===== config.mk =====
export PLATFORM = sky130hd
export DESIGN_NAME = beat_fifo
export DESIGN_NICKNAME = d
export VERILOG_FILES = /design/src/beat_fifo.sv
export SDC_FILE = /design/constraint.sdc
export NUM_CORES = 1
export LEC_CHECK = 0
export ABC_AREA = 0
export BUFFER_PORTS_ARGS = -buffer_cell sky130_fd_sc_hd__buf_2
export CELL_PAD_IN_SITES_DETAIL_PLACEMENT = 0
export CELL_PAD_IN_SITES_GLOBAL_PLACEMENT = 1
export CORE_UTILIZATION = 45
export DETAILED_ROUTE_END_ITERATION = 16
export PLACE_DENSITY = 0.82
export SYNTH_ARGS = -nofsm -noshare
export SYNTH_HDL_FRONTEND = slang
export SYNTH_SLANG_ARGS = --single-unit
export TNS_END_PERCENT = 50

===== constraint.sdc =====
create_clock -name clock -period 4.7 [get_ports clock]
set_clock_uncertainty 0.15 [all_clocks]
set_input_delay 0.47 -clock clock [delete_from_list [all_inputs] [get_ports clock]]
set_output_delay 0.47 -clock clock [all_outputs]
set_load 0.02 [all_outputs]

===== src/beat_fifo.sv =====
/*
  Show-ahead FIFO: data_out is the head entry whenever empty is low.
  A push into a full FIFO is dropped and a pop on empty is ignored.
  alfull rises when free entries fall to fifo_headroom.
*/

`timescale 1ns/1ps

module beat_fifo #(
	parameter type payload_t     = logic,
	parameter int  fifo_depth    = 16,
	parameter int  fifo_headroom = 4
) (
	input  logic     clock,
	input  logic     rstn,
	input  logic     push,
	input  payload_t data_in,
	input  logic     pop,
	output payload_t data_out,
	output logic     empty,
	output logic     alfull
);

	localparam int ptr_width   = (fifo_depth > 1) ? $clog2(fifo_depth) : 1;
	localparam int count_width = $clog2(fifo_depth + 1);

	payload_t               mem [fifo_depth];
	logic [ptr_width-1:0]   wr_ptr;
	logic [ptr_width-1:0]   rd_ptr;
	logic [count_width-1:0] count;
	logic                   do_push;
	logic                   do_pop;

	assign do_push = push && (count != count_width'(fifo_depth));
	assign do_pop  = pop && (count != '0);

	assign data_out = mem[rd_ptr];
	assign empty    = (count == '0);
	assign alfull   = (count_width'(fifo_depth) - count) <= count_width'(fifo_headroom);

	always_ff @(posedge clock) begin
		if (do_push) begin
			mem[wr_ptr] <= data_in;
		end
	end

	// pointers wrap at fifo_depth, which need not be a power of two
	always_ff @(posedge clock or negedge rstn) begin
		if (~rstn) begin
			wr_ptr <= '0;
			rd_ptr <= '0;
			count  <= '0;
		end else begin
			if (do_push) begin
				wr_ptr <= (wr_ptr == ptr_width'(fifo_depth - 1)) ? '0 : wr_ptr + 1'b1;
			end
			if (do_pop) begin
				rd_ptr <= (rd_ptr == ptr_width'(fifo_depth - 1)) ? '0 : rd_ptr + 1'b1;
			end
			if (do_push && !do_pop) begin
				count <= count + 1'b1;
			end else if (do_pop && !do_push) begin
				count <= count - 1'b1;
			end
		end
	end

endmodule


### After elaboration in Yosys (flattened, before gate mapping)

Memories as Yosys holds them, arrays and structs flattened.
Index checks and enable logic that the tools add are counted.

| storage, ports and cells | value |
|---|---|
| bits in registers | 13 |
| input bits | 5 |
| memories | 1 |
| bits in writable memories | 16 |
| output and inout bits | 3 |

Memory list:

| memory | words | bits a word | read ports | clocked after memory_dff | write ports | RTL line | text |
|---|---|---|---|---|---|---|---|
| mem | 16 | 1 | 1 | 0 | 1 | 27 | `payload_t mem [fifo_depth];` |

| operators by class | value |
|---|---|
| order comparisons | 1 |
| add/subtract/negate cells | 5 |
| multiplexer cells | 6 |
| equality and inequality tests | 3 |
| reductions and logical operators | 9 |

Operators with widths:

| kind | count |
|---|---|
| $mux 5 | 2 |
| $add 4x1->4 const B | 2 |
| $eq 4x4->1 const B | 2 |
| $mux 4 | 2 |
| $add 5x1->5 const B | 1 |
| $le 5x3->1 const B | 1 |
| $logic_not 5->1 | 1 |
| $ne 5x5->1 const B | 1 |
| $reduce_bool 5->1 | 1 |
| $sub 5x1->5 const B | 1 |
| $sub 5x5->5 const A | 1 |
| $logic_and 1x1->1 | 4 |
| $logic_not 1->1 | 2 |
| $mux 1 | 2 |
| $reduce_bool 2->1 | 1 |

### Longest topological paths before layout

| depth | value |
|---|---|
| word-level depth | 6 |
| gate-level depth with buffers | 11 |

### Worst setup path before layout

No wires, ideal clock.

| timing | value |
|---|---|
| kind | reg2reg |
| start | register count[1] |
| end | register count[4] |
| stages on the path, launching flop included | 12 |
| arrival time | 2.639 ns |
| clock period less this slack | 2.926 ns |
| path buffers | 0 |
| path slack | 1.774 ns |
| library setup time | 0.138 ns |
| path through | dfrtp_1 nor4_1 ha_1 nor2b_1 inv_1 ha_1 inv_1 ha_1 nor2b_1 o21a_1 o2111ai_1 o311ai_1 |

| on the way | value |
|---|---|
| word-level cells in the longest chain between the ends | 5 |
| elaborated cells between the ends (all ways) | 13 |

RTL lines:

| item | RTL line | text |
|---|---|---|
| start, declared | 30 | `logic [count_width-1:0] count;` |
| start signal, assigned | 61 | `count <= count + 1'b1;` |
| start signal, assigned | 63 | `count <= count - 1'b1;` |
| branches (longest 5 deep; another with $sub 5x1->5) | -- |  |

Parallel ways; which one is timed is not known. The select of a mux whose other input is x is not followed.
A chain may end at the register's enable or synchronous reset.

### Worst setup path after layout

| timing | value |
|---|---|
| start | register count[1] |
| end | register count[4] |

| on the way | value |
|---|---|
| word-level cells in the longest chain between the ends | 5 |
| elaborated cells between the ends (all ways) | 13 |

RTL lines:

| item | RTL line | text |
|---|---|---|
| $ne 5x5->1 (*) | 34 | `assign do_push = push && (count != count_width'(fifo_depth));` |
| $logic_and 1x1->1 (*) | 34 |  |
| via do_push | 31 | `logic do_push;` |
| $logic_not 1->1 | 62 | `end else if (do_pop && !do_push) begin` |
| $logic_and 1x1->1 | 62 |  |
| $reduce_bool 2->1 (no source line) | -- |  |

The timed path passes the listed nets; every way through them passes the cells marked *. The select of a mux whose other input is x is not followed.

==> flow_summary.json <==
{
  "die_w_um": 61.10,
  "grt_max_degree": 17,
  "crit_required_ps": 4760,
  "maxSlewViolCount": 0,
  "area_delta_synth_final_pct": 8.599,
  "core_area_sq_mm": 0.003337,
  "die_y_um": 61.10,
  "design_area_sq_mm": 0.001707,
  "power.leakage_nw": 0.7030,
  "grt_setup_unrepaired": "no",
  "yosys.area_share.adder_pct": 10.83,
  "place_area_sq_mm": 0.001645,
  "routed_via_density": 5.204,
  "yosysSeqAreaShare_pct": 51.27,
  "grt_usage_pct": 16.65,
  "synth_cell_types": 32,
  "crit_buf_inv": 2,
  "power.density_mw_per_mm2": 587.8,
  "clockRootBuffer": "clkbuf_4",
  "crit_fanout": 8,
  "synth_top_family_by_area": "simple AND/OR/NAND/NOR gates",
  "fmax_ghz": 0.3281,
  "post-route-min-period_ps": 3047,
  "clockBufferDepth": 2,
  "crit_family": "simple AND/OR/NAND/NOR gates",
  "finalCritPeriodShare_pct": 64.84,
  "synth_compound_area_share_pct": 8.678,
  "worst_slack_ps": 1653,
  "vias": 994,
  "cts_made_buffers": 5,
  "drive_above_1_share_pct": 14.48,
  "grt_pass1_wl_um": 4278,
  "final_cell_count_no_fill": 191,
  "dr.pass1.iters": 4,
  "io_buffers": 7,
  "cp.arrival_ps": 3110,
  "end_kind": "flip-flop",
  "avgSynthCellArea_sq_um": 11.91,
  "path_clk_slew_ps": 100,
  "vdd_drop_max_mv": 0.2598,
  "start_util_pct": 47.09,
  "synth_edf_count": 16,
  "hpwl_um": 1891,
  "cts_resized": 0,
  "met1_length_um": 1193,
  "antenna_found_initial": 0,
  "wl_met2_um": 1263,
  "hold_class": "primary input to flip-flop",
  "place_ws_ps": 1678,
  "hold_slack_ps": 350.7,
  "highest_layer": "met4",
  "p_switching_uw": 404.6,
  "wl_um": 2603,
  "final_cell_mix": "and2_1, edfxtp_1, nand2_1, dfrtp_1, ha_1",
  "cap_violations": 0,
  "ios": 8,
  "n_fill_cell": 312,
  "p_int_uw": 598.6,
  "crit_top_cell": "ha_1",
  "drtAntennaViolNets": 0,
  "tritoncts": "yes",
  "post_cts_buffers": 0,
  "path_cells": "nor4_1 > ha_1 > nand2b_1 > inv_2 > ha_1 > inv_1 > ha_1 > nor2b_1 > o21a_1 > o2111ai_1 > o311ai_1",
  "fin_nets": 162,
  "cts.sinks": 29,
  "ys_warn_count": 0,
  "gp_congestion": 0.7970,
  "p_total_mw": 1.003,
  "setup_tns_ps": 0,
  "setup_viol": 0,
  "synth_nets": 150,
  "start_kind": "flip-flop",
  "crit_type": "flip-flop to flip-flop",
  "p_seq_share_pct": 43.4,
  "synth-simple-area-share_pct": 16.72,
  "muxShareOfSynthArea_pct": 6.369,
  "cts-htree-levels": 2,
  "synth_seq_cells": 29,
  "power_frac_clock_pct": 14.6,
  "synth_xor_xnor_area_share_pct": 2.787,
  "dieArea_sq_mm": 0.003733,
  "synth_ff_type": "edfxtp_1",
  "synthArstFlopShare_pct": 44.83,
  "slew_headroom_pct": 69.84,
  "cpPeakStageDelay_ps": 460,
  "n_antenna_cell": 0,
  "route.detailed.wl_per_inst_um": 13.63,
  "rows": 21,
  "syn_inst": 132,
  "met3WireLength_um": 84,
  "tightest_slew_ps": 448.2,
  "final_util_pct": 51.14,
  "drc_errors": 0,
  "status": "complete, no violations",
  "cp_slowest_cell": "nor4_1",
  "syn_area_sq_mm": 0.001572,
  "pwr-share-comb_pct": 42.0,
  "hold_viol": 0,
  "overflow": 0,
  "drtIter0Drc": 38,
  "place_inst": 182,
  "grt_pass1_vias": 941,
  "switching_share_pct": 40.33,
  "clk_latency_ps": 330
}
==> cells by family (layout without fill, tap and decap cells) <==
logic type	after synthesis	after routing
muxes	5	5
AOI/OAI and AO/OA	21	21
DFF	29	29
and+or+nand+nor	47	47
adders and majority gates	13	13
xor gates and xnor gates	5	5
buffers and inverters	12	25
==> per-layer routing <==
| metal | vias up | global-route usage [%] |
|---|---|---|
| met5 | - | 0 |
| met4 | 0 | 8.117 |
| met3 | 7 | 5.462 |
| met2 | 13 | 26.09 |
| met1 | 476 | 20.79 |
| li1 | 498 | - |
==> sequential cells by signal (all words and copies together), names as in the netlist <==
register / count
mem: 16
wr_ptr: 4
count: 5
rd_ptr: 4
==> final cells by class <==
class | instances | area (sq um) | share of cell area, %
Sequential cell | 29 | 805.8 | 47.21
Tap cell | 46 | 57.56 | 3.372
Clock inverter | 2 | 10.01 | 0.5865
Clock buffer | 6 | 41.29 | 2.419
Inverter | 9 | 33.78 | 1.979
Timing Repair Buffer | 8 | 45.04 | 2.639
Multi-Input combinational cell | 91 | 713.2 | 41.79
==> cell usage after synthesis (all sizes together) (2+ instances only) <==
library cell,count,area [sq um]
and2,16,100.1
edfxtp,16,480.5
dfrtp,13,325.3
nand2,13,48.80
ha,12,150.1
inv,9,33.78
o21ai,8,40.04
nand3,6,30.03
a21oi,5,25.02
mux4,4,90.09
nor2b,4,32.53
xnor2,4,35.03
o2111ai,3,26.28
clkbuf,2,7.510
nor3b,2,15.01
==> path summary, 6_finish.rpt <==
check / from / cells past startpoint / slack (ps) / endpoint
worst max register to register: count[1] / 11 / 1650 / count[4]
min in group asynchronous: rstn / 2 / 400 / rd_ptr[1]
worst min register to register: count[0] / 1 / 400 / count[0]
worst min-delay path: data_in / 1 / 350 / mem[2]
max in group asynchronous: rstn / 2 / 3750 / wr_ptr[1]
worst max-delay path: count[1] / 11 / 1650 / count[4]
==> power by group through the flow <==
stage	registers (mW)	logic, mW	clock network (mW)
after global placement	0.440	0.413	0
final	0.435	0.421	0.147
after floorplan	0.398	0.366	0
after detailed placement	0.440	0.419	0
after CTS	0.436	0.425	0.151
after global routing	0.447	0.485	0.162
==> repair_timing <==
action,in CTS,in global routing
hold buffers,1,0
hold endpoints to repair,13,0
setup endpoints to repair,0,0
No activity file was read; power rests on OpenSTA's default activity.
