[src/write_bus_pkg.sv]
/*
  Bus-side types of the write engine: lane payloads, command fields and widths.
  A beat length is counted in cache lines of line_bytes bytes each.
  The command size field is 12 bits wide, so a beat must stay below 32 lines.
*/

package write_bus_pkg;

	// widths
	parameter int half_width  = 512;
	parameter int addr_width  = 64;
	parameter int lines_width = 32;

	// bytes per cache line, sets the byte size of a command
	parameter int line_bytes = 128;

	// one data half of a 1024-bit write
	typedef logic [half_width-1:0] half_t;

	// lane 0 payload, data half plus where it goes and how long it is
	typedef struct packed {
		half_t                  data;
		logic [addr_width-1:0]  offset;
		logic [lines_width-1:0] lines;
	} write_beat_t;

	////////////////////
	// command fields
	////////////////////

	// write with merge, or write without allocation
	typedef enum logic {
		write_ms = 1'b0,
		write_na = 1'b1
	} write_kind_t;

	// ordering code, passed on unchanged from the configuration word
	typedef logic [2:0] order_code_t;

	// byte size of one command
	typedef logic [11:0] cmd_size_t;

endpackage

[src/write_stream_pkg.sv]
/*
  Stream controller definitions: the job FSM states and the width of the
  per-window sent and answered counters.
*/

package write_stream_pkg;

	// per-window counters, also the width of the request limit
	parameter int window_width = 32;

	// job FSM, final is terminal until the next reset
	typedef enum logic [2:0] {
		stream_reset,
		stream_idle,
		stream_start,
		stream_req,
		stream_pending,
		stream_done,
		stream_final
	} stream_state_t;

endpackage

[src/write_engine_config.sv]
/*
  Configuration register block. A zero configure word means no change.
  Bits are numbered 0 to 63 from the left: bit 9 picks the command kind,
  bits 5 to 7 carry the ordering code.
*/

`timescale 1ns/1ps

module write_engine_config (
	input  logic                                     clock,
	input  logic                                     rstn,
	input  logic                                     enabled,
	input  logic [0:63]                              configure,
	input  logic [write_stream_pkg::window_width-1:0] max_requests,
	output write_bus_pkg::write_kind_t               kind,
	output write_bus_pkg::order_code_t               order,
	output logic [write_stream_pkg::window_width-1:0] window_limit
);
	import write_bus_pkg::*;

	// keep the last nonzero word, decoded on the way in
	always_ff @(posedge clock or negedge rstn) begin
		if (~rstn) begin
			kind  <= write_na;
			order <= '0;
		end else if (enabled && (|configure)) begin
			kind  <= configure[9] ? write_ms : write_na;
			order <= configure[5:7];
		end
	end

	// limit may change at any time, taken one cycle late
	always_ff @(posedge clock or negedge rstn) begin
		if (~rstn) begin
			window_limit <= '0;
		end else begin
			window_limit <= max_requests;
		end
	end

endmodule

[config.mk]
export PLATFORM = sky130hd
export DESIGN_NAME = write_engine_config
export DESIGN_NICKNAME = d
export VERILOG_FILES = /design/src/write_bus_pkg.sv /design/src/write_stream_pkg.sv /design/src/write_engine_config.sv
export SDC_FILE = /design/constraint.sdc
export NUM_CORES = 1
export LEC_CHECK = 0
export ABC_CLOCK_PERIOD_IN_PS = 1400
export BUFFER_PORTS_ARGS = -buffer_cell sky130_fd_sc_hd__buf_2
export CORE_ASPECT_RATIO = 1.4
export CORE_MARGIN = 2
export CORE_UTILIZATION = 30
export CTS_CLUSTER_SIZE = 28
export DETAILED_ROUTE_END_ITERATION = 8
export PLACE_DENSITY = 0.86
export SYNTH_ARGS = -nofsm -noshare
export SYNTH_HDL_FRONTEND = slang
export SYNTH_SLANG_ARGS = --single-unit
export TNS_END_PERCENT = 5
[constraint.sdc]
create_clock -name clock -period 1.4 [get_ports clock]
set_input_delay 0.21 -clock clock [delete_from_list [all_inputs] [get_ports clock]]
set_output_delay 0.21 -clock clock [all_outputs]
set_load 0.005 [all_outputs]
Yosys cells after proc, flatten, opt, wreduce, memory -nomap -nowiden. Index checks and enable logic that the tools add are counted.

Multiplexer cells: 1. Reduce and logical (&&, ||, !) cells: 2.

Operator list (number): OR reduction 64 bit (1); logical AND 1 bit (1); two-way mux 1 bit (1).

Input port bits: 99. Logic and storage cells: 6. Flip-flop bits (word level): 36.

Longest topological paths before layout. Gate-level depths: netlist (run 1).

Depth after elaboration: 2. Mapped depth: 4.

Least setup slack after synthesis (run 1). OpenSTA, ideal clock, no wires.

Path type: input port to flip-flop. Start point: in configure[21] (netlist bit). End point: reg order[0]. Library setup time: 0.127 ns. Path slack: -0.166 ns. Cell stages on the path: 4. Path buffers: 0. Arrival time: 1.439 ns. Cells stage by stage: nor4_1 -> nand4_1 -> o41ai_4 -> mux2_1.

Cells in the longest elaborated chain, start to end: 2.

RTL lines: start, declared (RTL line write_engine_config.sv:13) `input logic [0:63] configure,`; OR reduction 64 bit (RTL line write_engine_config.sv:26) `end else if (enabled && (|configure)) begin`; logical AND 1 bit (RTL line write_engine_config.sv:26); end signal, assigned (RTL line write_engine_config.sv:28) `order <= configure[5:7];`; end, declared (RTL line write_engine_config.sv:16) `output write_bus_pkg::order_code_t order,`.

No other way between the ends. A chain may end at the register's enable or synchronous reset.

Worst setup path after layout (run 1).
Start point: in configure[61] (netlist bit). End point: reg order[0].

Same word-level chain as after synthesis.

==> results by group, run 1 <==
Floorplan
  – Die area: 4180 um^2
  – Rows: 26
  – Die H: 75.7 um
  – Initial Util: 0.308
  – Width of the die: 55.2 um
  – Core area: 3580 um^2
  – I/O pin count: 135

Timing
  – Fin crit period: 1470 ps
  – RSZ-0062 raised after global routing: yes
  – Fmax: 681 MHz
  – Hold Vio Cnt, Final: 0
  – Slew HR: 0.708
  – Slew @ Worst Pin: 439 ps
  – Max-slew violation count: 0
  – Period utilization: 1.05
  – Final WS setup: -68.8 ps
  – Clock Skew: 0 ps
  – Sum Neg Setup Slack: -260 ps
  – Final setup viols: 4

Placement
  – Pre-CTS WS: -550 ps
  – DP Wirelength: 3450 um
  – DP Cell Count: 241
  – Port Buf Inserts: 134
  – Routability Congestion: 0.814

Worst setup path
  – Cell family with most CP delay: simple AND/OR/NAND/NOR gates
  – Crit-path slowest cell: o41ai_4
  – Largest stage delay, worst path: 470 ps
  – CP arrival: 1640 ps
  – Levels on crit path: 5
  – Worst Path Buf+Inv: 1
  – WS Path Type: input port to flip-flop
  – Critical Path, Cell by Cell: buf_6 > nor4_4 > nand4_1 > o41ai_4 > mux2_1
  – Reg2Reg Depth: 2
  – CP Max Fanout: 4
  – Crit end category: flip-flop
  – Startpoint Class: input port
  – Required time of the worst setup path: 1570 ps

Status
  – Status: finished, violations left
  – Failing checks: setup timing

Worst hold path
  – Hold path depth: 1
  – Hold crit path type: input port to flip-flop

Power and ir drop
  – Leakage: 1.09 nW
  – Pwr Total: 2.31 mW
  – PD cells: 1080 nW/um^2
  – Worst VDD drop: 0.00147 V

Clock network
  – CTS sink count: 36
  – H-tree levels: 2
  – CTS buffer count: 5
  – Clock Root Buffer: clkbuf_8
  – Worst skew pair latency: 280 ps
  – Clock-pin slew on the worst setup and hold paths: 70 ps
  – CTS Buffer Depth: 2
  – Setup bufs post-CTS: 0
  – TritonCTS clock tree: yes

Route
  – Drt first-iter violations: 31
  – Vias per std cell: 4.70
  – WL final: 4010 um
  – Routed vias: 1174
  – DRC Markers: 0
  – DR pass1 iterations: 2
  – Routed Antenna Nets: 0
  – Routed len/inst: 16.0 um

Synth
  – Most frequent cell after synthesis: dfrtp_1
  – Post-synth EDFFs: 0
  – Synthesized area: 1100 um^2
  – Top_reg_cell synth: dfrtp_1
  – Top cell type's share of synthesized area: 0.795
  – Unique masters post-synth: 8
  – Async set-reset flop share out of synthesis: 1.00
  – Yosys reg bits: 36
  – Synth Instances: 62
  – Mean cell area of the mapped netlist: 17.8 um^2
  – Most frequent cells after synthesis: dfrtp_1 (35), nor4_1 (16), nand4_1 (4)
  – Sequential fraction of the synthesis area: 0.818
  – Synth area leaders: dfrtp_1 (79%), nor4_1 (9.1%), mux2_1 (3.1%)
  – Net Count, Synth: 161
  – Yosys warns: 0
  – Yosys top cell by area: dfrtp_1

GRT
  – First-pass GRT wire length: 5730 um
  – Pin count of the biggest net entering global routing: 22
  – Initial antenna violation count: 2
  – Vias in the first global route: 1227
  – GRT overflow: 0
  – Tot GR Track Use: 0.189

Final layout
  – Synth-to-Final Area Change: 93.8%
  – Fraction of layout instances using a drive strength above 1: 0.774
  – N_diodes: 0
  – Net count, final: 306
  – Final Non-Filler Cells: 250

Job
  – Max Cap Viol: 0
[layout by cell type, fill, tap and decap left out, drive strengths merged]
| master | count |
|---|---|
| clkinvlp | 1 |
| inv | 1 |
| nor4 | 16 |
| dfrtp | 35 |
| dfstp | 1 |
| buf | 137 |
| bufinv | 1 |
| mux2i | 1 |
| mux2 | 3 |
| dlygate4sd3 | 1 |
| nand4 | 4 |
| clkbuf | 5 |
| clkinv | 1 |
| o41ai | 1 |
[flip-flops by register name, summed over array words and instances (netlist names)]
signal,cells
kind,1
order,3
window_limit,32
[where the power goes]
group | internal (mW) | switching, mW | total (mW)
Clock | 0.526 | 0.355 | 0.881
Combinational | 0.176 | 0.132 | 0.309
Sequential | 1.10 | 0.0179 | 1.12
Total | 1.80 | 0.505 | 2.31
[stage by stage]
| stage | utilization | hold slack, ps | instance area, um^2 |
|---|---|---|---|
| finish | 0.597 | 20.6 | 2140 |
| global route | 0.597 | 8.87 | 2140 |
| CTS | 0.576 | 12.7 | 2060 |
| detailed placement | 0.531 | 182 | 1900 |
| global placement | 0.531 | 167 | 1900 |
| floorplan | - | -85.6 | 1150 |
[repair_timing]
item | in CTS | in global routing
endpoints found under the hold margin | 18 | 0
resized for setup | 6 | 12
hold buffers | 1 | 0
setup endpoints to repair | 4 | 4
gates cloned | 0 | 0
pin swaps | 6 | 5
[path summary, 6_finish.rpt]
check / from / to / slack [ps]
min in group asynchronous: rstn / window_limit[27] / 400
max in group asynchronous: rstn / window_limit[14] / 500
worst max-delay path: configure[61] / order[0] / -70
worst min-delay path: max_requests[30] / window_limit[30] / 20
worst max register to register: kind / kind / 600
worst min register to register: kind / kind / 500
[logic make-up after synthesis]
| kind of cell | share of synthesized area |
|---|---|
| AO/OA/AOI/OAI | 0.0250 |
| buffers and inverters | 0.00340 |
| flip-flops | 0.818 |
| multiplexers | 0.0397 |
| AND/OR/NAND/NOR | 0.114 |
[worst reg2reg max path, cell delays in order, from the launching register on]
cell,delay [ps]
dfstp_2,530
inv_1,40
mux2i_2,150
[cell type report]
cell class	count	area (um^2)
clock inverters	3	42.5
clock buffers	5	68.8
repair buffers	138	741
well taps	42	52.6
fillers	313	1440
flip-flops and latches	36	902
inverters	1	3.75
multi-input cells	25	325
[metal layers]
| metal | part of all wire | vias to the layer above | GRT usage |
|---|---|---|---|
| met5 | 0.0025 | - | 0 |
| met4 | 0.034 | 2 | 0.0949 |
| met3 | 0.17 | 14 | 0.138 |
| met2 | 0.52 | 98 | 0.347 |
| met1 | 0.27 | 539 | 0.147 |
| li1 | - | 521 | - |
No activity file was read; power rests on OpenSTA's default activity.
==> run 2: changes to the inputs <==
--- a/config.mk
+++ b/config.mk
@@ -5,6 +5,7 @@
 export SDC_FILE = /design/constraint.sdc
 export NUM_CORES = 1
 export LEC_CHECK = 0
+export ABC_AREA = 1
 export ABC_CLOCK_PERIOD_IN_PS = 1400
 export BUFFER_PORTS_ARGS = -buffer_cell sky130_fd_sc_hd__buf_2
 export CORE_ASPECT_RATIO = 1.4
@@ -12,7 +13,8 @@
 export CORE_UTILIZATION = 30
 export CTS_CLUSTER_SIZE = 28
 export DETAILED_ROUTE_END_ITERATION = 8
-export PLACE_DENSITY = 0.86
+export PLACE_DENSITY = 0.83
+export SLEW_MARGIN = 10
 export SYNTH_ARGS = -nofsm -noshare
 export SYNTH_HDL_FRONTEND = slang
 export SYNTH_SLANG_ARGS = --single-unit
==> results by group, run 2 <==
Status
  – Status: finished clean

GRT
  – Vias in the first global route: 1236
  – Initial antenna violation count: 0
  – GRT overflow: 0
  – Tot GR Track Use: 0.143
  – Pin count of the biggest net entering global routing: 23
  – First-pass GRT wire length: 4940 um

Clock network
  – CTS buffer count: 5
  – Clock-pin slew on the worst setup and hold paths: 70 ps
  – CTS Buffer Depth: 2
  – TritonCTS clock tree: yes
  – H-tree levels: 2
  – CTS sink count: 36
  – Clock Root Buffer: clkbuf_8
  – Worst skew pair latency: 270 ps
  – PostCTS Resize Cnt: 0
  – Setup bufs post-CTS: 0

Worst setup path
  – Crit-path slowest cell: dfstp_2
  – Required time of the worst setup path: 1190 ps
  – Critical Path, Cell by Cell: buf_2
  – Reg2Reg Setup Slack: 710 ps
  – Cell family with most CP delay: flip-flops
  – Levels on crit path: 1
  – Worst Path Buf+Inv: 1
  – Crit end category: output pin
  – CP arrival: 910 ps
  – Reg-to-reg endpoint: kind
  – R2r startpoint: kind
  – Reg2Reg Depth: 2
  – Startpoint Class: flip-flop
  – WS Path Type: flip-flop to output pin
  – CP Max Fanout: 2
  – Largest stage delay, worst path: 530 ps

Placement
  – Routability Congestion: 0.723
  – DP Wirelength: 2630 um
  – Port Buf Inserts: 134

Timing
  – Slew @ Worst Pin: 313 ps
  – Final setup viols: 0
  – Period utilization: 0.803
  – Hold Vio Cnt, Final: 0
  – Sum Neg Setup Slack: 0 ps
  – Max-slew violation count: 0
  – Fmax: 889 MHz
  – Clock Skew: 0 ps
  – RSZ-0062 raised after global routing: no
  – Slew HR: 0.791
  – Fin crit period: 1120 ps

Route
  – DR pass1 iterations: 4
  – Routed len/inst: 10.3 um
  – Vias per std cell: 4.21
  – Routed vias: 1264
  – Routed Antenna Nets: 0
  – Drt first-iter violations: 9
  – DRC Markers: 0
  – WL final: 3080 um

Final layout
  – Fraction of layout instances using a drive strength above 1: 0.564
  – Most common cell after layout, fill and taps aside: buf_2
  – Biggest register: window_limit
  – Max reg flops: 32
  – Fillers: 374
  – Synth-to-Final Area Change: 68.1%
  – Net count, final: 355
  – N_diodes: 0
  – Most frequent cells in the layout: buf_2 (134), nor2_1 (41), dfrtp_1 (35)
  – Largest registers: window_limit: 32 flops, order: 3 flops, kind: 1 flops

Synth
  – Most frequent cell after synthesis: nor2_1
  – Yosys reg bits: 36
  – Yosys warns: 0
  – Mean cell area of the mapped netlist: 10.7 um^2
  – Synth area leaders: dfrtp_1 (72%), nor2_1 (13%), nand2_1 (8.7%)
  – Post-synth EDFFs: 0
  – Top_reg_cell synth: dfrtp_1
  – Synth Instances: 113
  – Sequential fraction of the synthesis area: 0.746
  – Yosys top cell by area: dfrtp_1
  – Net Count, Synth: 212
  – Synthesized area: 1210 um^2
  – Unique masters post-synth: 9
  – Most frequent cells after synthesis: nor2_1 (41), dfrtp_1 (35), nand2_1 (28)
  – Top cell type's share of synthesized area: 0.725
  – Async set-reset flop share out of synthesis: 1.00

Power and ir drop
  – PD cells: 1010 nW/um^2
  – Worst VDD drop: 0.000828 V
  – Pwr Total: 2.04 mW
  – Leakage: 1.12 nW

Floorplan
  – Width of the die: 57.6 um
  – Die area: 4560 um^2
  – I/O pin count: 135
  – Rows: 27
  – Initial Util: 0.311
  – Core area: 3880 um^2
  – Die H: 79.1 um

Worst hold path
  – Hold path depth: 1
  – WHS Endpoint: window_limit[30]
  – Worst Hold Launch: max_requests[30]
  – Hold crit path type: input port to flip-flop

Job
  – Max Cap Viol: 0
[run 2: changes by cell type after synthesis, sizes merged]
cell,change
nand4,-4
nand3,+4
nand2,+30
nor4,-16
mux2,-3
o41ai,-1
nor2,+42
mux2i,-1
[run 2: worst max path at each step]
stage / endpoint / from / slack [ps]
global route: kind / kind / 230
CTS: kind / kind / 260
finish: kind / kind / 280
floorplan: order[0] / configure[60] / 470
global placement: order[2] / configure[34] / 250
detailed placement: order[2] / configure[34] / 230
[run 2: repair_timing]
action | 4_1_cts | 5_1_grt
hold buffers | 1 | 0
endpoints found under the hold margin | 13 | 0
endpoints found under the setup margin | 0 | 0
[run 2: cell families after synthesis]
kind of cell / share of synthesized area
simple gates: 0.251
flops: 0.746
buf+inv: 0.00310
[run 2: cell type report]
class,instances,area (um^2),area share
Timing Repair Buffer,136,688,0.339
Multi-Input combinational cell,76,303,0.149
Tap cell,43,53.8,0.0265
Clock inverter,1,5.00,0.00246
Inverter,1,3.75,0.00185
Sequential cell,36,902,0.444
Clock buffer,7,76.3,0.0376
[run 2: worst register-to-register path: stages, from the launching register on]
cell	delay, ps
dfstp_2	530
nand2_1	50
nand2_1	50
[run 2: stage by stage]
step                      area, um^2  hold slack (ps)   util  setup slack, ps  cells
after detailed placement        1940              126  0.500              232    291
after CTS                       2030             21.2  0.523              256    300
after floorplan                 1210            -85.6      -              470    113
after global placement          1940              116  0.500              245    291
after global routing            2030             18.5  0.523              231    300
final                           2030             33.3  0.523              275    300
[run 2: metal layers]
layer	part of all wire	global-route usage	vias to the layer above
met5	0	0	-
met4	0.020	0.0698	0
met3	0.13	0.0521	7
met2	0.55	0.275	90
met1	0.30	0.125	538
li1	-	-	629
[run 2: report_power, final]
part	total, mW	switching, mW	internal [mW]
Sequential	1.11	0.0158	1.10
Combinational	0.264	0.109	0.155
Clock	0.664	0.316	0.348
