==> src/write_bus_pkg.sv <==
/*
  Bus-side types of the write engine: lane payloads, command fields and widths.
  A beat length is counted in cache lines of line_bytes bytes each.
  The command size field is 12 bits wide, so a beat must stay below 32 lines.
*/

package write_bus_pkg;

	// widths
	parameter int half_width  = 512;
	parameter int addr_width  = 64;
	parameter int lines_width = 32;

	// bytes per cache line, sets the byte size of a command
	parameter int line_bytes = 128;

	// one data half of a 1024-bit write
	typedef logic [half_width-1:0] half_t;

	// lane 0 payload, data half plus where it goes and how long it is
	typedef struct packed {
		half_t                  data;
		logic [addr_width-1:0]  offset;
		logic [lines_width-1:0] lines;
	} write_beat_t;

	////////////////////
	// command fields
	////////////////////

	// write with merge, or write without allocation
	typedef enum logic {
		write_ms = 1'b0,
		write_na = 1'b1
	} write_kind_t;

	// ordering code, passed on unchanged from the configuration word
	typedef logic [2:0] order_code_t;

	// byte size of one command
	typedef logic [11:0] cmd_size_t;

endpackage

==> src/write_stream_pkg.sv <==
/*
  Stream controller definitions: the job FSM states and the width of the
  per-window sent and answered counters.
*/

package write_stream_pkg;

	// per-window counters, also the width of the request limit
	parameter int window_width = 32;

	// job FSM, final is terminal until the next reset
	typedef enum logic [2:0] {
		stream_reset,
		stream_idle,
		stream_start,
		stream_req,
		stream_pending,
		stream_done,
		stream_final
	} stream_state_t;

endpackage

==> src/write_stream_ctrl.sv <==
/*
  Job FSM of the write engine. A job is taken only in idle and runs to final,
  which holds until reset. Commands go out in windows of at most window_limit,
  and each window is fully answered before the next one opens.
  A window_limit of zero stalls the job in req and pending forever.
*/

`timescale 1ns/1ps

module write_stream_ctrl (
	input  logic                                     clock,
	input  logic                                     rstn,
	input  logic                                     write_enabled,
	input  logic                                     job_valid,
	input  logic [write_bus_pkg::lines_width-1:0]    job_lines,
	input  logic [write_stream_pkg::window_width-1:0] window_limit,
	input  logic                                     issued,
	input  logic [write_bus_pkg::lines_width-1:0]    issued_lines,
	input  logic                                     resp_seen,
	output logic                                     issue_enable,
	output logic                                     job_done
);
	import write_bus_pkg::*;
	import write_stream_pkg::*;

	stream_state_t           state;
	stream_state_t           next_state;
	logic                    enabled;
	logic                    job_armed;
	logic                    window_open;
	logic [lines_width-1:0]  remaining;
	logic [window_width-1:0] sent;
	logic [window_width-1:0] answered;

	always_ff @(posedge clock or negedge rstn) begin
		if (~rstn) begin
			enabled <= 1'b0;
		end else begin
			enabled <= write_enabled;
		end
	end

	// room left in this window and still something to send
	assign window_open  = (sent < window_limit) && (remaining != '0);
	assign issue_enable = enabled && (state == stream_req) && window_open;
	assign job_done     = (state == stream_final);

	////////////////////
	// state machine
	////////////////////

	always_ff @(posedge clock or negedge rstn) begin
		if (~rstn) begin
			state <= stream_reset;
		end else if (enabled) begin
			state <= next_state;
		end
	end

	always_comb begin
		next_state = state;
		case (state)
			stream_reset: begin
				next_state = stream_idle;
			end
			stream_idle: begin
				if (job_armed) begin
					next_state = stream_start;
				end
			end
			stream_start: begin
				next_state = stream_req;
			end
			stream_req: begin
				if (!window_open) begin
					next_state = stream_pending;
				end
			end
			stream_pending: begin
				if (answered == sent) begin
					next_state = stream_done;
				end
			end
			stream_done: begin
				next_state = (remaining != '0) ? stream_start : stream_final;
			end
			stream_final: begin
				next_state = stream_final;
			end
			default: begin
				next_state = stream_reset;
			end
		endcase
	end

	////////////////////
	// job length
	////////////////////

	// job_valid is registered first, so idle sees it one cycle later
	always_ff @(posedge clock or negedge rstn) begin
		if (~rstn) begin
			job_armed <= 1'b0;
			remaining <= '0;
		end else begin
			if (job_valid && (state == stream_idle)) begin
				job_armed <= 1'b1;
				remaining <= job_lines;
			end else if (issued) begin
				// a last beat longer than what is left ends the job
				remaining <= (issued_lines >= remaining) ? '0 : remaining - issued_lines;
			end
			if (enabled && (state == stream_idle) && job_armed) begin
				job_armed <= 1'b0;
			end
		end
	end

	////////////////////
	// window counters
	////////////////////

	always_ff @(posedge clock or negedge rstn) begin
		if (~rstn) begin
			sent     <= '0;
			answered <= '0;
		end else if (enabled && (state == stream_start)) begin
			sent     <= '0;
			answered <= '0;
		end else begin
			if (issued) begin
				sent <= sent + window_width'(1);
			end
			if (resp_seen) begin
				answered <= answered + window_width'(1);
			end
		end
	end

endmodule

==> config.mk <==
export PLATFORM = sky130hd
export DESIGN_NAME = write_stream_ctrl
export DESIGN_NICKNAME = d
export VERILOG_FILES = /design/src/write_bus_pkg.sv /design/src/write_stream_pkg.sv /design/src/write_stream_ctrl.sv
export SDC_FILE = /design/constraint.sdc
export NUM_CORES = 1
export LEC_CHECK = 0
export BUFFER_PORTS_ARGS = -buffer_cell sky130_fd_sc_hd__buf_2
export CORE_MARGIN = 4
export CORE_UTILIZATION = 60
export CTS_BUF_LIST = sky130_fd_sc_hd__clkbuf_8
export DETAILED_ROUTE_END_ITERATION = 10
export PLACE_DENSITY = 0.83
export SETUP_SLACK_MARGIN = 0.4
export SYNTH_ARGS = -nofsm -noshare
export SYNTH_HDL_FRONTEND = slang
export SYNTH_SLANG_ARGS = --single-unit
==> constraint.sdc <==
create_clock -name clock -period 4.5 [get_ports clock]
set_clock_uncertainty 0.15 [all_clocks]
set_input_delay 0.45 -clock clock [delete_from_list [all_inputs] [get_ports clock]]
set_output_delay 0.45 -clock clock [all_outputs]
set_load 0.02 [all_outputs]
* Word level (Yosys, flattened, before mapping)
Cells that the tools add are included.
** Word-level totals
- Register bits :: 101
- Input port bits :: 102
** Operators by class
- Order comparisons :: 2
- Add/sub/neg operators :: 3
- Reductions and logical operators :: 14
- Multiplexer cells :: 14
- Equality and inequality tests :: 10
** Operator list (number)
- 32-bit 2-to-1 mux :: 7
- 32-bit by 1-bit adder with 32-bit output (second input constant) :: 2
- 32-bit equality test :: 1
- 32-bit >= comparator :: 1
- 32-bit less-than comparator :: 1
- 32-bit nonzero test :: 1
- 32-bit subtractor :: 1
- 3-bit one-hot mux with 7 select lines :: 1
- 3-bit 2-to-1 mux :: 4
- 3-bit equality test (second input constant) :: 3
- 2-bit nonzero test :: 4
- 1-bit logical AND :: 7
- 3-bit by 2-bit equality test with 1-bit output (second input constant) :: 2
- 2-bit inequality test (second input constant) :: 3
- 4-bit AND reduction :: 1
- 3-bit by 1-bit equality test with 1-bit output (second input constant) :: 1
- 3-bit logical NOT :: 1
- 1-bit 2-to-1 mux :: 2

* Logic depth before layout (Yosys ltp)
Gate-level depths: netlist (run 1).
- Depth after elaboration :: 4
- Gate-level depth with buffers :: 12
- Gate-level depth less buffers :: 11

* Least setup slack after synthesis (run 1)
OpenSTA, ideal clock, no wires.
- Path kind :: in2reg
- Start :: input issued_lines[0] (netlist name)
- End :: register remaining[31]
- Cell stages on the path :: 11
- Path slack :: 1567 ps
- Data arrival time :: 2659 ps
- Library setup time :: 124 ps
- Cell sequence :: ha_1 > inv_1 > fa_1 > a211o_1 > a2111o_1 > a22oi_2 > a21bo_4 > a21oi_2 > buf_6 > o2111a_1 > a211o_1
** Between the ends
- Cells in the longest elaborated chain, start to end :: 4
- Elaborated cells on any way between the ends :: 5
- Classes of those cells :: add/sub: 1; order compare: 1; mux: 3
** RTL lines
- start, declared :: RTL line write_stream_ctrl.sv:18 : input logic [write_bus_pkg::lines_width-1:0] issued_lines,
- 32-bit subtractor / 32-bit >= comparator (equally long branches) :: RTL line write_stream_ctrl.sv:111 : remaining <= (issued_lines >= remaining) ? '0 : remaining - issued_lines;
- 32-bit 2-to-1 mux (*) :: RTL line write_stream_ctrl.sv:111
- 32-bit 2-to-1 mux (*) :: RTL line write_stream_ctrl.sv:109 : end else if (issued) begin
- 32-bit 2-to-1 mux (*) :: RTL line write_stream_ctrl.sv:106 : if (job_valid && (state == stream_idle)) begin
- end signal, assigned :: RTL line write_stream_ctrl.sv:108 : remaining <= job_lines;
- end signal, assigned :: RTL line write_stream_ctrl.sv:111
- end, declared :: RTL line write_stream_ctrl.sv:31 : logic [lines_width-1:0] remaining;
Every way passes the cells marked *; elsewhere a longest branch is shown, timed or not. The select of a mux whose other input is x is not followed.
A chain may end at the register's enable or synchronous reset.

* Worst setup path in the final report (run 1)
- Start :: register remaining[0]
- End :: register remaining[7]
** Between the ends
- Cells in the longest elaborated chain, start to end :: 4
- Elaborated cells on any way between the ends :: 5
- Classes of those cells :: add/sub: 1; order compare: 1; mux: 3
** RTL lines (RTL line)
- 32-bit subtractor / 32-bit >= comparator (equally long branches) :: write_stream_ctrl.sv:111
- 32-bit 2-to-1 mux (*) :: write_stream_ctrl.sv:111
- 32-bit 2-to-1 mux (*) :: write_stream_ctrl.sv:109
- 32-bit 2-to-1 mux (*) :: write_stream_ctrl.sv:106
Marked as above.

==> qor.yml, run 1 <==
finish:
  final_layout_size_suffix_gt1_share_pct: 13.9
  insertedDiodeCount: 0
  design.final.nets: 1184
  final_core_occ_pct: 68.3
  stdcell_area_um2: 8660
  synthToLayoutAreaGrowth_pct: 10.7
critical_path:
  timing.critical_path.required_ns: 4.58
  timing.critical_path.max_delay_family: "compound AO/OA/AOI/OAI gates"
  critical_path_peak_fanout: 22
  cell_chain_of_the_critical_path: "inv_1, ha_1, inv_1, fa_1, a211o_1, a2111o_1, a22oi_2, a21bo_4, a21oi_2, inv_1, o21ai_0"
  cp.arrival_ns: 3.62
  cp-start-kind: "register"
  critPathMaxStageDelay_ns: 0.56
  timing.critical_path.to_type: "register"
  cpMaxStageDelayCell: "inv_1"
  criticalPathCategory: "register to register"
  worst-path-buf-inv: 3
  cp_common_cell: "inv_1"
global_route:
  track_usage_pct: 25.6
  grt_antenna_before_repair: 0
  largest_net_degree_at_the_start_of_global_routing: 76
  grt_pass1_wl_um: 30600
  grt_overflow_total: 0
  via_count_of_the_first_global_routing_pass: 6695
logic_synthesis:
  synthesis.area_per_instance_um2: 8.46
  yosys_register_bits: 101
  post_synth_inst_count: 924
  synthTopCellsByArea: "dfrtp_1, ha_1, xor2_1, a21oi_1, nor2_1"
  synth_largest_area_cell: "dfrtp_1"
  number_of_warnings_reported_in_the_yosys_synthesis_log: 0
  synth_top_cell_area_share_pct: 32.3
  async_flop_share_pct: 100
  seq_area_frac_synth_pct: 32.3
  syn-cell-area_um2: 7820
  dominantRegCellSynth: "dfrtp_1"
  number_of_synthesized_flops_with_an_enable_pin: 0
  synthDistinctLibCells: 63
  mappedNetlistNets: 1092
power:
  p_leak_nw: 4.48
  p_sw_mw: 1.32
  power_frac_seq_pct: 38.4
  p_int_mw: 1.84
  clkPwrFrac_pct: 17.3
  pwr-share-comb_pct: 44.3
  swShare_pct: 41.7
  power_per_cell_area_nw_per_um2: 364
  max-vdd-ir-drop_uv: 289
routing:
  antenna_left: 0
  detail_route.first_pass.iterations: 5
  drt_initial_violations: 458
  drt_wl_total_um: 18700
  vias_per_cell: 5.85
  detail_route.wl_per_cell_um: 15.6
  drt_drc_violations_left: 0
  detailroute.via_count: 6983
placement:
  routability_congestion_estimate_from_global_placement: 0.925
  io_buffers: 103
  dpl_worst_slack_ns: 0.859
  half_perimeter_wire_length_after_placement_um: 14300
  placed_area_um2: 8480
timing:
  final_min_period_ns: 3.53
  max_freq_mhz: 283
  pins_over_their_slew_limit: 0
  timing.setup.tns_ns: 0
  finalSetupViolCount: 0
  finalCritPeriodShare_pct: 78.5
  worst_slew_pin_slew_ns: 0.983
  rsz_0062_raised_after_global_routing: "no"
  post-route-worst-setup-slack_ns: 0.967
  hold_viol: 0
  worst_slew_margin_rel_pct: 34.5
cts:
  tritoncts.num_buffers: 9
  htree_num_levels: 3
  cts_tree: "done"
  post-cts-setup-buffers: 0
  post_cts_hold_buffer_count: 0
  clk_pin_slew_worst_paths_ns: 0.10
  cts_repair_resize_count: 0
  number_of_clock_sinks: 101
  root_buffer: "clkbuf_8"
  cts-root-to-sink-buffers: 2
  clk-insertion-delay-late_ns: 0.39
floorplan:
  core_area_um2: 12700
  fp.dieW_um: 122
  floorplan.initialDensity_pct: 61.7
  rows: 41
  dieArea_um2: 14900
  i_o_pins: 104
  die_y_um: 122
worst_hold_path:
  hp-class: "input pin to asynchronous set/reset pin"
run_status:
  status: "complete, no violations"
job:
  max_cap_violations: 0
[power by group through the flow]
stage	Clock, mW	Sequential, mW	Combinational (mW)
CTS	0.556	1.21	1.39
global placement	0	1.22	1.35
floorplan	0	1.17	1.05
detailed placement	0	1.22	1.37
global route	0.592	1.23	1.56
finish	0.545	1.21	1.40
[worst paths after layout]
check	startpoint	end	slack (ns)	cells after the start
max reg2reg	remaining[0]	remaining[7]	0.97	11
max in group asynchronous	rstn	remaining[15]	3.18	2
min	rstn	sent[11]	0.03	1
min in group clock	write_enabled	enabled	0.04	1
max	remaining[0]	remaining[7]	0.97	11
min reg2reg	job_armed	job_armed	0.34	1
[worst register-to-register path, delay by kind of cell (launching register included)]
family / cells / cell delay [ns]
AO/OA/AOI/OAI: 6 / 1.55
adder cells (fa/ha/maj): 2 / 0.59
buffers and inverters: 3 / 0.70
flip-flops: 1 / 0.40
[flip-flops by register name, summed over array words and instances, names as in the netlist]
register	count
enabled	1
job_armed	1
answered	32
remaining	32
state	3
sent	32
[Yosys cell counts (7+ instances only)]
cell,instances
dfrtp_1,101
a21oi_1,71
a211oi_1,7
or3_1,11
ha_1,65
a211o_1,7
nor4_1,21
a21o_1,13
xnor2_1,32
o21a_1,7
nor2_1,88
nand2_1,60
and4_1,7
nand3_1,24
inv_1,84
nor3_1,11
nand4_1,27
o21ai_0,54
clkbuf_1,23
nor3b_1,31
and3_1,11
nand2b_1,8
xor2_1,79
[per-layer routing]
| layer | up-vias | wire, um | global-route usage, % |
|---|---|---|---|
| li1 | 3455 | - | - |
| met1 | 3302 | 8020 | 32.6 |
| met2 | 192 | 9310 | 45.0 |
| met3 | 34 | 994 | 4.46 |
| met4 | 0 | 330 | 6.51 |
| met5 | - | 0 | 0 |
[kinds of logic (layout without fill, tap and decap cells)]
| family | count (synthesis) | count (layout) | share of synthesized area [%] |
|---|---|---|---|
| AO/OA/AOI/OAI | 210 | 210 | 17.0 |
| XOR/XNOR | 111 | 111 | 12.4 |
| adder cells (fa/ha/maj) | 66 | 66 | 10.7 |
| buffers and inverters | 111 | 208 | 5.47 |
| flip-flops | 101 | 101 | 32.3 |
| multiplexers | 3 | 3 | 0.400 |
| AND/OR/NAND/NOR | 322 | 322 | 21.7 |
[placed cells by master, fill, tap and decap left out, types with 3 or more instances in the layout]
| cell type | Yosys | final |
|---|---|---|
| buf_2 | 1 | 102 |
| dfrtp_1 | 101 | 101 |
| nor2_1 | 88 | 88 |
| inv_1 | 84 | 84 |
| xor2_1 | 79 | 79 |
| a21oi_1 | 71 | 71 |
| ha_1 | 65 | 65 |
| nand2_1 | 60 | 60 |
| o21ai_0 | 54 | 54 |
| xnor2_1 | 32 | 32 |
| nor3b_1 | 31 | 30 |
| nand4_1 | 27 | 27 |
| nand3_1 | 24 | 24 |
| nor4_1 | 21 | 21 |
| a21o_1 | 13 | 13 |
| nor3_1 | 11 | 11 |
| and3_1 | 11 | 11 |
| or3_1 | 11 | 11 |
| clkbuf_8 | 0 | 10 |
| nand2b_1 | 8 | 8 |
| a211o_1 | 7 | 7 |
| o21a_1 | 7 | 7 |
| a211oi_1 | 7 | 7 |
| and4_1 | 7 | 7 |
| buf_4 | 0 | 6 |
| o211ai_1 | 5 | 5 |
| or2_2 | 5 | 5 |
| nor2b_1 | 5 | 5 |
| a31oi_1 | 4 | 4 |
| and2_1 | 5 | 4 |
| o2111ai_1 | 4 | 4 |
| o21bai_1 | 4 | 4 |
| a221o_1 | 4 | 4 |
| clkinv_2 | 0 | 4 |
| o41ai_1 | 3 | 3 |
| a21boi_0 | 3 | 3 |
[through the flow]
step | cells | total power [mW] | hold slack, ns
after floorplan | 924 | 2.22 | 0.00441
after global placement | 1177 | 2.57 | 0.317
after detailed placement | 1177 | 2.60 | 0.324
after CTS | 1193 | 3.15 | 0.0308
after global routing | 1193 | 3.38 | 0.0287
final | 1193 | 3.15 | 0.0314
[final cells by class]
cell class              count  area (um^2)
clock buffers              10          138
clock inverters             6         37.5
fillers                  1081         4010
inverters                  84          315
multi-input cells         712         4870
flip-flops and latches    101         2530
well taps                 172          215
repair buffers            108          556
No activity file was read; power rests on OpenSTA's default activity.
==> inputs of run 2 (changes only) <==
ABC_AREA = 1   (was default)
PLACE_DENSITY = 0.82   (was 0.83)
clock period = 3.3 ns   (was 4.5 ns; I/O delays follow)
==> qor.yml, run 2 <==
placement:
  routability_congestion_estimate_from_global_placement: 1.02  # +10%
  io_buffers: 103  # unchanged
  placed_cells_incl_taps: 1647  # +40%
  half_perimeter_wire_length_after_placement_um: 21100  # +47%
logic_synthesis:
  synth_top_cell_area_share_pct: 27.7  # -4.6 points
  synth_commonest_cells: "nand2_1, inv_1, nor2_1"
  synthesis.area_per_instance_um2: 6.59  # -22%
  synthTopCellsByArea: "dfrtp_1, nand2_1, ha_1, inv_1, nand3_1"
  dominantRegCellSynth: "dfrtp_1"
  synthDistinctLibCells: 50  # -21%
  yosys_register_bits: 101  # unchanged
  mappedNetlistNets: 1550  # +42%
  post_synth_inst_count: 1382  # +50%
  async_flop_share_pct: 100  # unchanged
  syn-cell-area_um2: 9110  # +17%
  number_of_synthesized_flops_with_an_enable_pin: 0  # unchanged
  seq_area_frac_synth_pct: 27.7  # -4.6 points
  synth_largest_area_cell: "dfrtp_1"
  synthMostInstantiatedCell: "nand2_1"
  number_of_warnings_reported_in_the_yosys_synthesis_log: 0  # unchanged
global_route:
  grt_pass1_wl_um: 43900  # +43%
  via_count_of_the_first_global_routing_pass: 9281  # +39%
  grt_overflow_total: 0  # unchanged
  track_usage_pct: 30.9  # +5.3 points
  largest_net_degree_at_the_start_of_global_routing: 54  # -29%
  grt_antenna_before_repair: 0  # unchanged
critical_path:
  worst_r2r_startpoint: "remaining[0]"
  timing.critical_path.to_type: "output pin"
  cp-start-kind: "register"
  cp.arrival_ns: 2.29  # -1.33 ns
  critPathMaxStageDelay_ns: 0.47  # -0.09 ns
  cpMaxStageDelayCell: "dfrtp_1"
  critical_path_peak_fanout: 4  # -82%
  timing.critical_path.required_ns: 2.82  # -1.76 ns
  cell_chain_of_the_critical_path: "ha_1, nand2_1, nor2_1, nand4_1, nor4_1, nand2_1, nand4_1, nor2_1, buf_2"
  criticalPathCategory: "register to output pin"
  r2r.worst_path.cells: 14  # +3
  ff2ff_setup_slack_ns: 0.68  # -0.29 ns
  worst-path-buf-inv: 1  # -2
  timing.critical_path.max_delay_family: "simple AND/OR/NAND/NOR gates"
  r2r_end: "remaining[10]"
routing:
  vias_per_cell: 5.73  # -2.1%
  antenna_left: 0  # unchanged
  detail_route.first_pass.iterations: 6  # +1
  drt_drc_violations_left: 0  # unchanged
  detailroute.via_count: 9566  # +37%
  drt_wl_total_um: 26700  # +43%
  drt_initial_violations: 888  # +94%
  detail_route.wl_per_cell_um: 16.0  # +2.2%
timing:
  pins_over_their_slew_limit: 0  # unchanged
  finalSetupViolCount: 0  # unchanged
  worst_slew_pin_slew_ns: 0.807  # -0.175 ns
  worst_slew_margin_rel_pct: 45.7  # +11 points
  rsz_0062_raised_after_global_routing: "no"
  final_min_period_ns: 2.77
  max_freq_mhz: 361
  timing.setup.tns_ns: 0  # unchanged
  hold_viol: 0  # unchanged
  finalCritPeriodShare_pct: 84.0
cts:
  clk_pin_slew_worst_paths_ns: 0.12  # +0.02 ns
  htree_num_levels: 3  # unchanged
  clk-insertion-delay-late_ns: 0.41  # +0.02 ns
  number_of_clock_sinks: 101  # unchanged
  cts-root-to-sink-buffers: 2  # unchanged
  tritoncts.num_buffers: 9  # unchanged
  root_buffer: "clkbuf_8"
  cts_tree: "done"
job:
  max_cap_violations: 0  # unchanged
floorplan:
  fp.dieW_um: 131  # +7.4%
  core_area_um2: 14700  # +16%
  dieArea_um2: 17200  # +15%
  die_y_um: 131  # +7.4%
  floorplan.initialDensity_pct: 62.0  # +0.29 points
  i_o_pins: 104  # unchanged
  rows: 44  # +7.3%
worst_hold_path:
  hp-class: "input pin to register"
  worstHoldPathCells: 3
  worstHoldEndpoint: "remaining[1]"
  holdCritStartpoint: "job_lines[1]"
run_status:
  status: "complete, no violations"
finish:
  final_cells: 1670  # +40%
  final_core_occ_pct: 68.3  # about the same
  most-common-layout-cells: "nand2_1, inv_1, nor2_1"
  insertedDiodeCount: 0  # unchanged
  design.final.nets: 1650  # +39%
  reg.largest.list: "answered: 32 flops, remaining: 32 flops, sent: 32 flops"
  layout_commonest_cell: "nand2_1"
  synthToLayoutAreaGrowth_pct: 10.2
  final_layout_size_suffix_gt1_share_pct: 12.7  # -1.3 points
power:
  power_per_cell_area_nw_per_um2: 616  # +69%
  totalPowerFinal_mw: 6.19  # +96%
  p_leak_nw: 5.15  # +15%
  max-vdd-ir-drop_uv: 346  # +20%
## run 2: cell count changes after synthesis, sizes merged, moves of 21 or more
cell   previous run  this run
nor3             12        48
nand3            24        92
o21ai            54        83
nor2             88       120
xor2             79        21
nand4            28        49
inv              84       222
nand2            60       361
nor3b            31         2
## run 2: per-stage QoR
stage	hold slack (ns)	instance area [um^2]	setup WS, ns
after global placement	0.264	9790	0.798
after floorplan	-0.116	9110	1.06
final	0.0278	10000	0.527
after detailed placement	0.268	9790	0.759
after CTS	0.0147	10000	0.514
after global routing	0.0272	10000	0.404
## run 2: power breakdown
| part | switching, mW | leakage (nW) | internal, mW | total [mW] |
|---|---|---|---|---|
| registers | 0.336 | 1.35 | 1.56 | 1.90 |
| clock network | 0.477 | 0.0862 | 0.293 | 0.770 |
| logic | 2.25 | 3.72 | 1.27 | 3.52 |
| total | 3.07 | 5.15 | 3.12 | 6.19 |
## run 2: logic make-up (layout without fill, tap and decap cells)
| family | Yosys count | after routing | share of synthesized area [%] |
|---|---|---|---|
| flip-flops | 101 | 101 | 27.7 |
| AND/OR/NAND/NOR | 706 | 706 | 35.0 |
| adder cells (fa/ha/maj) | 66 | 66 | 9.14 |
| AO/OA/AOI/OAI | 218 | 218 | 13.7 |
| buffers and inverters | 250 | 354 | 10.5 |
| XOR/XNOR | 41 | 41 | 3.94 |
## run 2: timing repair
action                     4_1_cts  5_1_grt
buffers inserted                 1        5
setup endpoints to repair        1        1
hold endpoints to repair        49        0
resized for setup                3        6
hold buffers                     2        0
## run 2: per-layer routing
metal / vias to the layer above / track usage (%) / wire length (um) / share of wire (%)
li1: 4736 / - / - / -
met5: - / 0 / 0 / 0
met1: 4389 / 36.9 / 10900 / 41
met3: 80 / 5.50 / 1500 / 5.6
met2: 361 / 54.7 / 13200 / 49
met4: 0 / 13.4 / 1120 / 4.2
## run 2: worst max path at each step
stage | startpoint | to | slack [ns] | cells past startpoint
after floorplan | remaining[0] | remaining[10] | 1.06 | 15
after global placement | issued_lines[18] | remaining[27] | 0.80 | 13
after detailed placement | issued_lines[18] | remaining[27] | 0.76 | 13
after CTS | sent[3] | issue_enable | 0.51 | 11
after global routing | sent[11] | issue_enable | 0.40 | 9
final | sent[31] | issue_enable | 0.53 | 9
## run 2: tightest hold or removal path, cell delays in order
cell and delay (ns):
buf_2 0.07, nand2_1 0.06, nand3_1 0.08
## run 2: layout make-up
class / instances / area, um^2
flip-flops and latches: 101 / 2540
multi-input cells: 1031 / 5630
clock inverters: 5 / 36.3
repair buffers: 117 / 641
inverters: 222 / 833
well taps: 184 / 230
fillers: 1343 / 4650
clock buffers: 10 / 138
